### src/logic/divPkg.sv
/*
  Shared widths, enums and structs for the radix-2 SRT significand divider.
  DivB must be at least DivN so the dividend fits the residual unshifted.
*/

package divPkg;

  ////////////////////////////////////////////////////////////
  // Widths
  ////////////////////////////////////////////////////////////

  // Significand width with the leading one included
  localparam int DivN = 16;
  // The divider runs DivB+1 iterations for DivB quotient fraction bits
  localparam int DivB = 16;
  // Residual is Q3.(DivB+1) with a sign bit, two integer bits of headroom and the fraction
  localparam int ResW = DivB + 4;

  ////////////////////////////////////////////////////////////
  // Enums
  ////////////////////////////////////////////////////////////

  // Encoded as a two's complement digit so -1 reads as all ones
  typedef enum logic [1:0] {
    qZero = 2'b00,
    qPos  = 2'b01,
    qNeg  = 2'b11
  } qDigitT;

  typedef enum logic [1:0] {
    sIdle,
    sIter,
    sDone
  } divStateT;

  ////////////////////////////////////////////////////////////
  // Structs
  ////////////////////////////////////////////////////////////

  typedef struct packed {
    logic [DivN-1:0] x;
    logic [DivN-1:0] d;
  } divOperandsT;

  typedef struct packed {
    logic [ResW-1:0] ws;
    logic [ResW-1:0] wc;
    logic [DivB:0]   u;
    logic [DivB:0]   um;
  } residualT;

  typedef struct packed {
    logic [DivB:0] quot;
    logic          sticky;
  } divResultT;

  // Places the divisor d = D/2 in [1/2,1) on the residual binary point
  function automatic logic [ResW-1:0] alignDivisor(input logic [DivN-1:0] dIn);
    return ResW'(dIn) << (DivB + 1 - DivN);
  endfunction

endpackage

### src/logic/divIter.sv
/*
  One radix-2 SRT step per cycle on a carry-save residual, d in [1/2,1).
  Digit selection looks at four bits of the shifted residual only.
  The quotient is built by on-the-fly conversion, no carry-propagate add.
*/

`timescale 1ns/1ps

module divIter (
  input  logic                    clk,
  input  logic                    arstN,
  input  logic                    load,
  input  logic                    step,
  input  divPkg::residualT        initRes,
  input  logic [divPkg::DivN-1:0] divisor,
  output divPkg::residualT        res
);
  import divPkg::*;

  logic [ResW-1:0] ws2;
  logic [ResW-1:0] wc2;
  logic [ResW-1:0] dAl;
  logic [ResW-1:0] dMux;
  logic [ResW-1:0] majBits;
  logic [3:0]      est;
  logic            cin;
  qDigitT          q;
  residualT        nextRes;

  // Residual doubled, both halves of the carry-save pair
  assign ws2 = {res.ws[ResW-2:0], 1'b0};
  assign wc2 = {res.wc[ResW-2:0], 1'b0};

  ////////////////////////////////////////////////////////////
  // Quotient digit selection
  ////////////////////////////////////////////////////////////

  // Estimate of 2w with three integer bits and one fraction bit.
  // Truncating both halves underestimates by less than one.
  assign est = ws2[ResW-1 -: 4] + wc2[ResW-1 -: 4];

  always_comb begin
    if (!est[3]) begin
      q = qPos;
    end else if (est == 4'b1111) begin
      // Estimate of -1/2 lies in the overlap, a zero digit is safe
      q = qZero;
    end else begin
      q = qNeg;
    end
  end

  ////////////////////////////////////////////////////////////
  // Carry-save residual update
  ////////////////////////////////////////////////////////////

  assign dAl = alignDivisor(divisor);

  // A +1 digit subtracts d, done as ~d plus a carry in at the LSB
  always_comb begin
    unique case (q)
      qPos:    dMux = ~dAl;
      qNeg:    dMux = dAl;
      default: dMux = '0;
    endcase
  end

  assign cin     = (q == qPos);
  assign majBits = (ws2 & wc2) | (ws2 & dMux) | (wc2 & dMux);

  always_comb begin
    nextRes.ws = ws2 ^ wc2 ^ dMux;
    // The doubled carry leaves the LSB free for the subtract carry in
    nextRes.wc = {majBits[ResW-2:0], cin};
    // On-the-fly conversion keeps u and um = u - ulp after every digit
    unique case (q)
      qPos: begin
        nextRes.u  = {res.u[DivB-1:0], 1'b1};
        nextRes.um = {res.u[DivB-1:0], 1'b0};
      end
      qNeg: begin
        nextRes.u  = {res.um[DivB-1:0], 1'b1};
        nextRes.um = {res.um[DivB-1:0], 1'b0};
      end
      default: begin
        nextRes.u  = {res.u[DivB-1:0], 1'b0};
        nextRes.um = {res.um[DivB-1:0], 1'b1};
      end
    endcase
  end

  // The first digit is always +1 since w0 > 0, so um may start at zero.
  // Its stale bits are shifted out over the DivB+1 steps.
  always_ff @(posedge clk or negedge arstN) begin
    if (!arstN) begin
      res <= '0;
    end else if (load) begin
      res <= initRes;
    end else if (step) begin
      res <= nextRes;
    end
  end

endmodule

### src/logic/divPostproc.sv
/*
  Final residual handling. A negative residual selects um, and the sticky
  bit reports a nonzero remainder after that correction. Result and done
  are registered on finish and the result holds until the next division.
*/

`timescale 1ns/1ps

module divPostproc (
  input  logic                    clk,
  input  logic                    arstN,
  input  logic                    finish,
  input  divPkg::residualT        res,
  input  logic [divPkg::DivN-1:0] divisor,
  output divPkg::divResultT       result,
  output logic                    done
);
  import divPkg::*;

  logic [ResW-1:0] wSum;
  logic [ResW-1:0] dAl;
  logic [ResW-1:0] wsF;
  logic [ResW-1:0] wcF;
  logic [ResW-1:0] majBits;
  logic [DivB:0]   quotSel;
  logic            wEq0;
  logic            wfEq0;
  logic            negRes;
  logic            wZero;

  // True when a + b wraps to zero, checked without a carry chain
  function automatic logic sumIsZero(input logic [ResW-1:0] a, input logic [ResW-1:0] b);
    logic [ResW-1:0] orShift;
    orShift = (a | b) << 1;
    return ((a ^ b) == orShift);
  endfunction

  ////////////////////////////////////////////////////////////
  // Zero residual detection
  ////////////////////////////////////////////////////////////

  assign wEq0 = sumIsZero(res.ws, res.wc);

  // Residual plus d, in case the corrected remainder is the zero one
  assign dAl     = alignDivisor(divisor);
  assign majBits = (res.ws & res.wc) | (res.ws & dAl) | (res.wc & dAl);
  assign wsF     = res.ws ^ res.wc ^ dAl;
  assign wcF     = {majBits[ResW-2:0], 1'b0};
  assign wfEq0   = sumIsZero(wsF, wcF);

  // The full add is only here for its sign bit
  assign wSum   = res.ws + res.wc;
  assign negRes = wSum[ResW-1];

  // A residual of exactly -d is an exact quotient of u - ulp
  assign wZero = wEq0 | (negRes & wfEq0);

  ////////////////////////////////////////////////////////////
  // Quotient select and output register
  ////////////////////////////////////////////////////////////

  assign quotSel = negRes ? res.um : res.u;

  always_ff @(posedge clk or negedge arstN) begin
    if (!arstN) begin
      result <= '0;
      done   <= 1'b0;
    end else begin
      done <= finish;
      if (finish) begin
        result.quot   <= quotSel;
        result.sticky <= ~wZero;
      end
    end
  end

endmodule

### src/logic/divPreproc.sv
/*
  Input stage and sequencer. Operands are captured only on a start seen in
  idle, a start during a division is dropped. The iteration count is fixed
  at DivB+1, there is no early exit on an exact residual.
*/

`timescale 1ns/1ps

module divPreproc (
  input  logic                      clk,
  input  logic                      arstN,
  input  logic                      start,
  input  divPkg::divOperandsT       operands,
  output logic                      busy,
  output logic                      load,
  output logic                      step,
  output logic                      finish,
  output divPkg::residualT          initRes,
  output logic [divPkg::DivN-1:0]   divisor
);
  import divPkg::*;

  // Counter has to reach DivB, the index of the last step
  localparam int CntW = $clog2(DivB + 1);

  divStateT        state;
  logic [CntW-1:0] iterCnt;
  divOperandsT     opsQ;
  logic            accept;
  logic            lastStep;

  assign accept   = start && (state == sIdle);
  assign lastStep = step && (iterCnt == CntW'(DivB));
  // Busy spans load, all steps, the finish cycle and the done cycle
  assign busy     = (state != sIdle);

  // Operands stay stable until the next accepted start
  always_ff @(posedge clk) begin
    if (accept) begin
      opsQ <= operands;
    end
  end

  ////////////////////////////////////////////////////////////
  // Control FSM
  ////////////////////////////////////////////////////////////

  always_ff @(posedge clk or negedge arstN) begin
    if (!arstN) begin
      state   <= sIdle;
      load    <= 1'b0;
      step    <= 1'b0;
      finish  <= 1'b0;
      iterCnt <= '0;
    end else begin
      load   <= accept;
      finish <= lastStep;
      unique case (state)
        sIdle: begin
          if (accept) begin
            state   <= sIter;
            iterCnt <= '0;
          end
        end
        sIter: begin
          // The residual is loaded in the load cycle, stepping follows it
          if (load) begin
            step <= 1'b1;
          end else if (lastStep) begin
            step  <= 1'b0;
            state <= sDone;
          end
          if (step) begin
            iterCnt <= iterCnt + 1'b1;
          end
        end
        sDone: begin
          // Stay one more cycle so busy covers the done pulse
          if (!finish) begin
            state <= sIdle;
          end
        end
        default: state <= sIdle;
      endcase
    end
  end

  // Initial residual w0 = X/4, below d = D/2 so the SRT bound holds
  always_comb begin
    initRes    = '0;
    initRes.ws = ResW'(opsQ.x) << (DivB - DivN);
  end

  assign divisor = opsQ.d;

endmodule

### src/logic/divTop.sv
/*
  Radix-2 SRT divider for normalized significands, both with the top bit set.
  A start in idle launches one division, done follows DivB+3 edges later.
  No special values, exponents or rounding are handled here.
*/

`timescale 1ns/1ps

module divTop (
  input  logic                clk,
  input  logic                arstN,
  input  logic                start,
  input  divPkg::divOperandsT operands,
  output logic                busy,
  output logic                done,
  output divPkg::divResultT   result
);
  import divPkg::*;

  logic            load;
  logic            step;
  logic            finish;
  residualT        initRes;
  residualT        res;
  logic [DivN-1:0] divisor;

  // Capture, sequencing and the initial residual
  divPreproc u_preproc (
    .clk      (clk),
    .arstN    (arstN),
    .start    (start),
    .operands (operands),
    .busy     (busy),
    .load     (load),
    .step     (step),
    .finish   (finish),
    .initRes  (initRes),
    .divisor  (divisor)
  );

  // Iterative carry-save recurrence
  divIter u_iter (
    .clk     (clk),
    .arstN   (arstN),
    .load    (load),
    .step    (step),
    .initRes (initRes),
    .divisor (divisor),
    .res     (res)
  );

  // Sign, zero test and the registered result
  divPostproc u_postproc (
    .clk     (clk),
    .arstN   (arstN),
    .finish  (finish),
    .res     (res),
    .divisor (divisor),
    .result  (result),
    .done    (done)
  );

endmodule

### config.mk
export PLATFORM = sky130hd
export DESIGN_NAME = divTop
export DESIGN_NICKNAME = d
export VERILOG_FILES = /design/src/logic/divPkg.sv /design/src/logic/divIter.sv /design/src/logic/divPostproc.sv /design/src/logic/divPreproc.sv /design/src/logic/divTop.sv
export SDC_FILE = /design/constraint.sdc
export NUM_CORES = 1
export LEC_CHECK = 0
export BUFFER_PORTS_ARGS = -buffer_cell sky130_fd_sc_hd__buf_2
export CAP_MARGIN = 20
export CORE_MARGIN = 5
export CORE_UTILIZATION = 60
export CTS_CLUSTER_SIZE = 16
export DETAILED_ROUTE_END_ITERATION = 10
export GPL_TIMING_DRIVEN = 0
export HOLD_SLACK_MARGIN = 0.1
export PLACE_DENSITY = 0.81
export RECOVER_POWER = 50
export SLEW_MARGIN = 10
export SYNTH_ARGS = -nofsm -noshare
export SYNTH_HDL_FRONTEND = slang
export SYNTH_SLANG_ARGS = --single-unit
### constraint.sdc
create_clock -name clk -period 8.6 [get_ports clk]
set_input_delay 0 -clock clk [delete_from_list [all_inputs] [get_ports clk]]
set_output_delay 0 -clock clk [all_outputs]
set_load 0.03 [all_outputs]
# After elaboration in Yosys (flattened, before gate mapping)
# Index checks and enable logic that the tools add are counted.
dict set report totals {
  reg_bits 135
  input_bits 35
  output_inout_bits 20
  elab_cells 78
}
dict set report classes {
  add_sub_neg 3
  eq_ne 13
  muxes 17
  bitwise 21
  reduce_logical 10
}
# cell n
set op_table {}
lappend op_table {{74-bit 2-to-1 mux} 2}
lappend op_table {{19-bit OR} 6}
lappend op_table {{20-bit XOR} 4}
lappend op_table {{19-bit bitwise AND} 4}
lappend op_table {{34-bit one-hot mux with 2 select lines} 1}
lappend op_table {{20-bit equality test} 2}
lappend op_table {{20-bit one-hot mux with 2 select lines} 1}
lappend op_table {{19-bit by 17-bit bitwise AND with 19-bit output} 2}
lappend op_table {{20-bit adder} 1}
lappend op_table {{17-bit NOT with 20-bit output} 1}
lappend op_table {{20-bit by 17-bit XOR with 20-bit output} 1}
lappend op_table {{17-bit 2-to-1 mux} 1}
lappend op_table {{2-bit 2-to-1 mux} 6}
lappend op_table {{5-bit 2-to-1 mux} 2}
lappend op_table {{5-bit one-hot mux with 2 select lines} 1}
lappend op_table {{2-bit nonzero test} 4}
lappend op_table {{2-bit by 1-bit != test with 1-bit output, second input constant} 3}
lappend op_table {{2-bit one-hot mux with 3 select lines} 1}
lappend op_table {{5-bit by 1-bit adder with 5-bit output, second input constant} 1}
lappend op_table {{5-bit equality test, second input constant} 1}
lappend op_table {{4-bit adder} 1}
lappend op_table {{2-bit by 1-bit equality test with 1-bit output, second input constant} 2}
lappend op_table {{2-bit equality test, second input constant} 2}
lappend op_table {{4-bit equality test, second input constant} 1}
lappend op_table {{10 further kinds} 13}

# Logic depth before layout (Yosys ltp)
dict set report logic_depth {
  word_depth 11
  mapped_depth 13
}

# Hierarchy
# From an unflattened synthesis, not the netlist that was laid out.
dict set report unflattened {
  cells_unflattened 971
  hier_area_um2 9600.5
}
# mod instances cells_each area_each_um2 seq_area_each_um2
set modules_own_cells {}
lappend modules_own_cells {divIter 1 516 4840.9 1851.8}
lappend modules_own_cells {divPostproc 1 316 2831.5 475.5}
lappend modules_own_cells {divPreproc 1 139 1928.1 1211.2}

# Least setup slack after synthesis
# No wires, ideal clock.
dict set report synth_timing {
  path_type {flip-flop to flip-flop}
  start {register u_iter.res[50] (netlist name)}
  end {register u_iter.res[70] (netlist name)}
  t_arrival_ps 2917
  t_required_ps 8528
  setup_slack_ps 5611
  path_stages_with_launch 13
  cell_sequence {dfrtp_1 > inv_1 > ha_1 > a21o_1 > a21oi_1 > xnor2_2 > nor2b_1 > clkbuf_1 > clkbuf_1 > o21ai_0 > fa_1 > mux2_2 > nor2_1}
}
dict set report synth_via {
  elab_chain_cells 9
}
# item line
set synth_rtl {}
lappend synth_rtl {{4-bit adder *} divIter.sv:40} ;# assign est = ws2[ResW-1 -: 4] + wc2[ResW-1 -: 4];
lappend synth_rtl {{4-bit equality test} divIter.sv:45} ;# end else if (est == 4'b1111) begin
lappend synth_rtl {{2-bit 2-to-1 mux} divIter.sv:45}
lappend synth_rtl {{2-bit 2-to-1 mux *} divIter.sv:43} ;# if (!est[3]) begin
lappend synth_rtl {{2-bit equality test / 2-bit by 1-bit equality test with 1-bit output (equally long branches)} divIter.sv:61} ;# unique case (q)
lappend synth_rtl {{20-bit one-hot mux with 2 select lines *} divIter.sv:61}
lappend synth_rtl {{20-bit XOR *} divIter.sv:72} ;# nextRes.ws = ws2 ^ wc2 ^ dMux;
lappend synth_rtl {{74-bit 2-to-1 mux *} divIter.sv:99} ;# end else if (step) begin
lappend synth_rtl {{74-bit 2-to-1 mux *} divIter.sv:97} ;# end else if (load) begin
# Mark *: on every way between the ends. The rest lies on a longest branch, timed or not. The select of a mux whose other input is x is not followed.
# A chain may end at the register's enable or synchronous reset.

==> results.cfg <==
[status]
status = complete, but fails checks
failed_checks = max-capacitance violations, max-slew violations

[placement]
gp_congestion = 0.913
hpwl_mm = 14.8
port_buffers = 54

[sta]
worst_pin_slew_ps = 3920
setup_tns_ps = 0
timing.final.crit_share_pct = 44.5
fin_skew_ps = 8.74
period_needed_ps = 3830
fmax_ghz = 0.261
relSlewSlack_pct = -161
final_max_slew_viol_count = 104
finalSetupViolations = 0
rsz0062_at_grt = no
hold_violations = 0

[route]
ant_nets = 0
routed_via_density = 6.00
wire_per_inst_um = 19.1
via_count = 6784
post-route-drc-count = 0
dr.pass1.iters = 6
wl_mm = 21.5
drt_iter0_drc = 616

[yosys]
yosys.area.top_type = dfrtp_1
synth_nets = 953
ys_types = 53
synth_top_area_share_pct = 30.0
synth_simple_gate_area_share_pct = 12.6
ys_ff_latch = 134
synth_adder_area_share_pct = 16.2
synth_area_per_cell_um2 = 10.3
synth-compound-area-share_pct = 12.6
yosys_warnings = 0
synth_top_family_by_area = adder cells
synth_xor_xnor_area_share_pct = 4.92
ys_seq_area_share_pct = 41.4
synthMuxAreaShare_pct = 6.02
synth_area_um2 = 8500
async_flop_share_pct = 76.1
ys.flop_type = dfrtp_1
ys_top_cells_by_area = dfrtp_1, edfxtp_1, ha_1
synth_edf_count = 32
synth_cells = 827

[floorplanning]
io_pins = 55
dieArea_um2 = 16600
initial_core_util_pct = 61.2
die_y_um = 129
fp.dieW_um = 129
fp.coreArea_um2 = 13900
rows = 43

[worst_hold_path]
worstHoldPathType = input pin to flop
worstHoldStart = operands[28]

[cts]
postCtsSetupRepairBufs = 0
cts_root_buf = clkbuf_16
clk_latency_ps = 430
cts_tree = yes
path_clk_slew_ps = 60
clk_path_buf_depth = 2
cts_buffers = 17
cts.sinks = 134
cts-htree-levels = 4

[worst_setup_path]
regToRegSetupSlack_ps = 4870
required_ps = 8230
endpoint_kind = async pin
startpoint_type = input pin
crit_path_start = arstN
crit_type = input pin to async pin
crit_arrival_ps = 3460
r2r_start = u_iter.res[50]
path_max_fanout = 73

[global_route]
grt-ovfl-total = 0
grt_pass1_wl_mm = 35.5
grt_antenna_before_repair = 0
grt_pass1_vias = 7014
track_usage_pct = 27.5
grt_max_degree = 74

[finish]
drive_gt1_share_pct = 12.4
n_antenna_cell = 0
nNetsFinal = 1063
syn_to_final_growth_pct = 17.0

[run]
maxCapViolations = 2
cell type report:
type,count,area [um^2]
Buffer,53,299
Clock buffer,18,429
Clock inverter,14,160
Fill cell,982,3940
Inverter,64,240
Multi-Input combinational cell,576,4450
Sequential cell,134,3510
Tap cell,180,225
Timing Repair Buffer,91,626
worst max-delay path, cell delays in order:
cell and delay (ps):
dlygate4sd3_1 530, clkbuf_1 120, clkbuf_1 2740
placed cells by master, fill, tap and decap left out, types with 3 or more instances in the layout:
master / count
a211o_1: 17
a211oi_1: 23
a21o_1: 3
a21oi_1: 24
a21oi_2: 20
a22o_1: 4
a311oi_1: 17
buf_2: 50
bufinv_16: 3
clkbuf_1: 47
clkbuf_16: 17
clkbuf_8: 3
clkinv_1: 3
clkinv_2: 3
clkinvlp_4: 4
dfrtp_1: 102
dlygate4sd3_1: 35
edfxtp_1: 32
fa_1: 32
ha_1: 59
inv_1: 63
mux2i_1: 50
nand2_1: 71
nand3_1: 73
nand4_1: 8
nor2_1: 64
nor3_1: 4
nor4_1: 5
o21ai_0: 34
xnor2_1: 25
xor2_1: 19
cell usage after synthesis, drive strengths merged, types with 2 or more instances:
cell type and number:
nor2b 2, a211oi 23, buf 12, nor3 4, nand4 9, clkbuf 39
inv 63, nand3b 2, ha 59, dfrtp 102, a21oi 44, nor2 65
nand2 71, nor4 5, fa 32, xor2 19, a311oi 17, xnor2 27
nand2b 2, nand3 73, edfxtp 32, o211ai 2, o21ai 34, mux2i 50
a21o 3, a22o 4, a211o 17, o22ai 2
cell families (layout without fill, tap and decap cells):
| group | count (synthesis) | after routing |
|---|---|---|
| DFF | 134 | 134 |
| buffers and inverters | 117 | 240 |
| adders and majority gates | 91 | 91 |
| AOI/OAI and AO/OA | 150 | 150 |
| xor gates and xnor gates | 46 | 46 |
| and+or+nand+nor | 238 | 238 |
| muxes | 51 | 51 |
worst paths after layout:
check | cells after the start | to
setup reg to reg | 13 | u_iter.res[62]
hold reg to reg | 0 | u_postproc.done
setup / recovery | 3 | u_iter.res[29]
max in group clk | 13 | u_iter.res[62]
min in group asynchronous | 3 | u_iter.res[68]
hold / removal | 2 | u_preproc.initRes[66]
stage by stage:
stage | instance area, um^2 | setup WS (ps) | instances | utilization [%] | hold slack, ps
floorplan | 8500 | 5610 | 827 | - | -296
global placement | 8990 | 5080 | 1061 | 64.8 | 176
detailed placement | 9050 | 5000 | 1063 | 65.2 | -97.8
CTS | 10000 | 4900 | 1130 | 72.1 | 105
global route | 9940 | 3870 | 1130 | 71.6 | 278
finish | 9940 | 4770 | 1130 | 71.6 | 280
flip-flops by register name, indices dropped and copies added, names as in the netlist:
name / count
u_postproc.result: 18
u_preproc.iterCnt: 5
u_preproc.divisor: 16
u_preproc.step: 1
u_preproc.state: 2
u_preproc.initRes: 16
u_preproc.finish: 1
u_preproc.load: 1
u_postproc.done: 1
u_iter.res: 73
routing by layer:
metal | routed length [um] | vias up | part of all wire, % | GRT usage (%)
li1 | - | 3090 | - | -
met1 | 8760 | 3292 | 41 | 35.9
met2 | 10500 | 342 | 49 | 44.7
met3 | 1720 | 60 | 8.0 | 6.14
met4 | 583 | 0 | 2.7 | 11.6
met5 | 0 | - | 0 | 0
what timing repair did:
item / in CTS / in global routing
hold buffers: 35 / 0
resized for setup: 0 / 0
hold endpoints to repair: 141 / 0
Power is left out: the tool's default activity adds up to more than one toggle a clock period on the data nets, which glitch-free logic cannot reach.
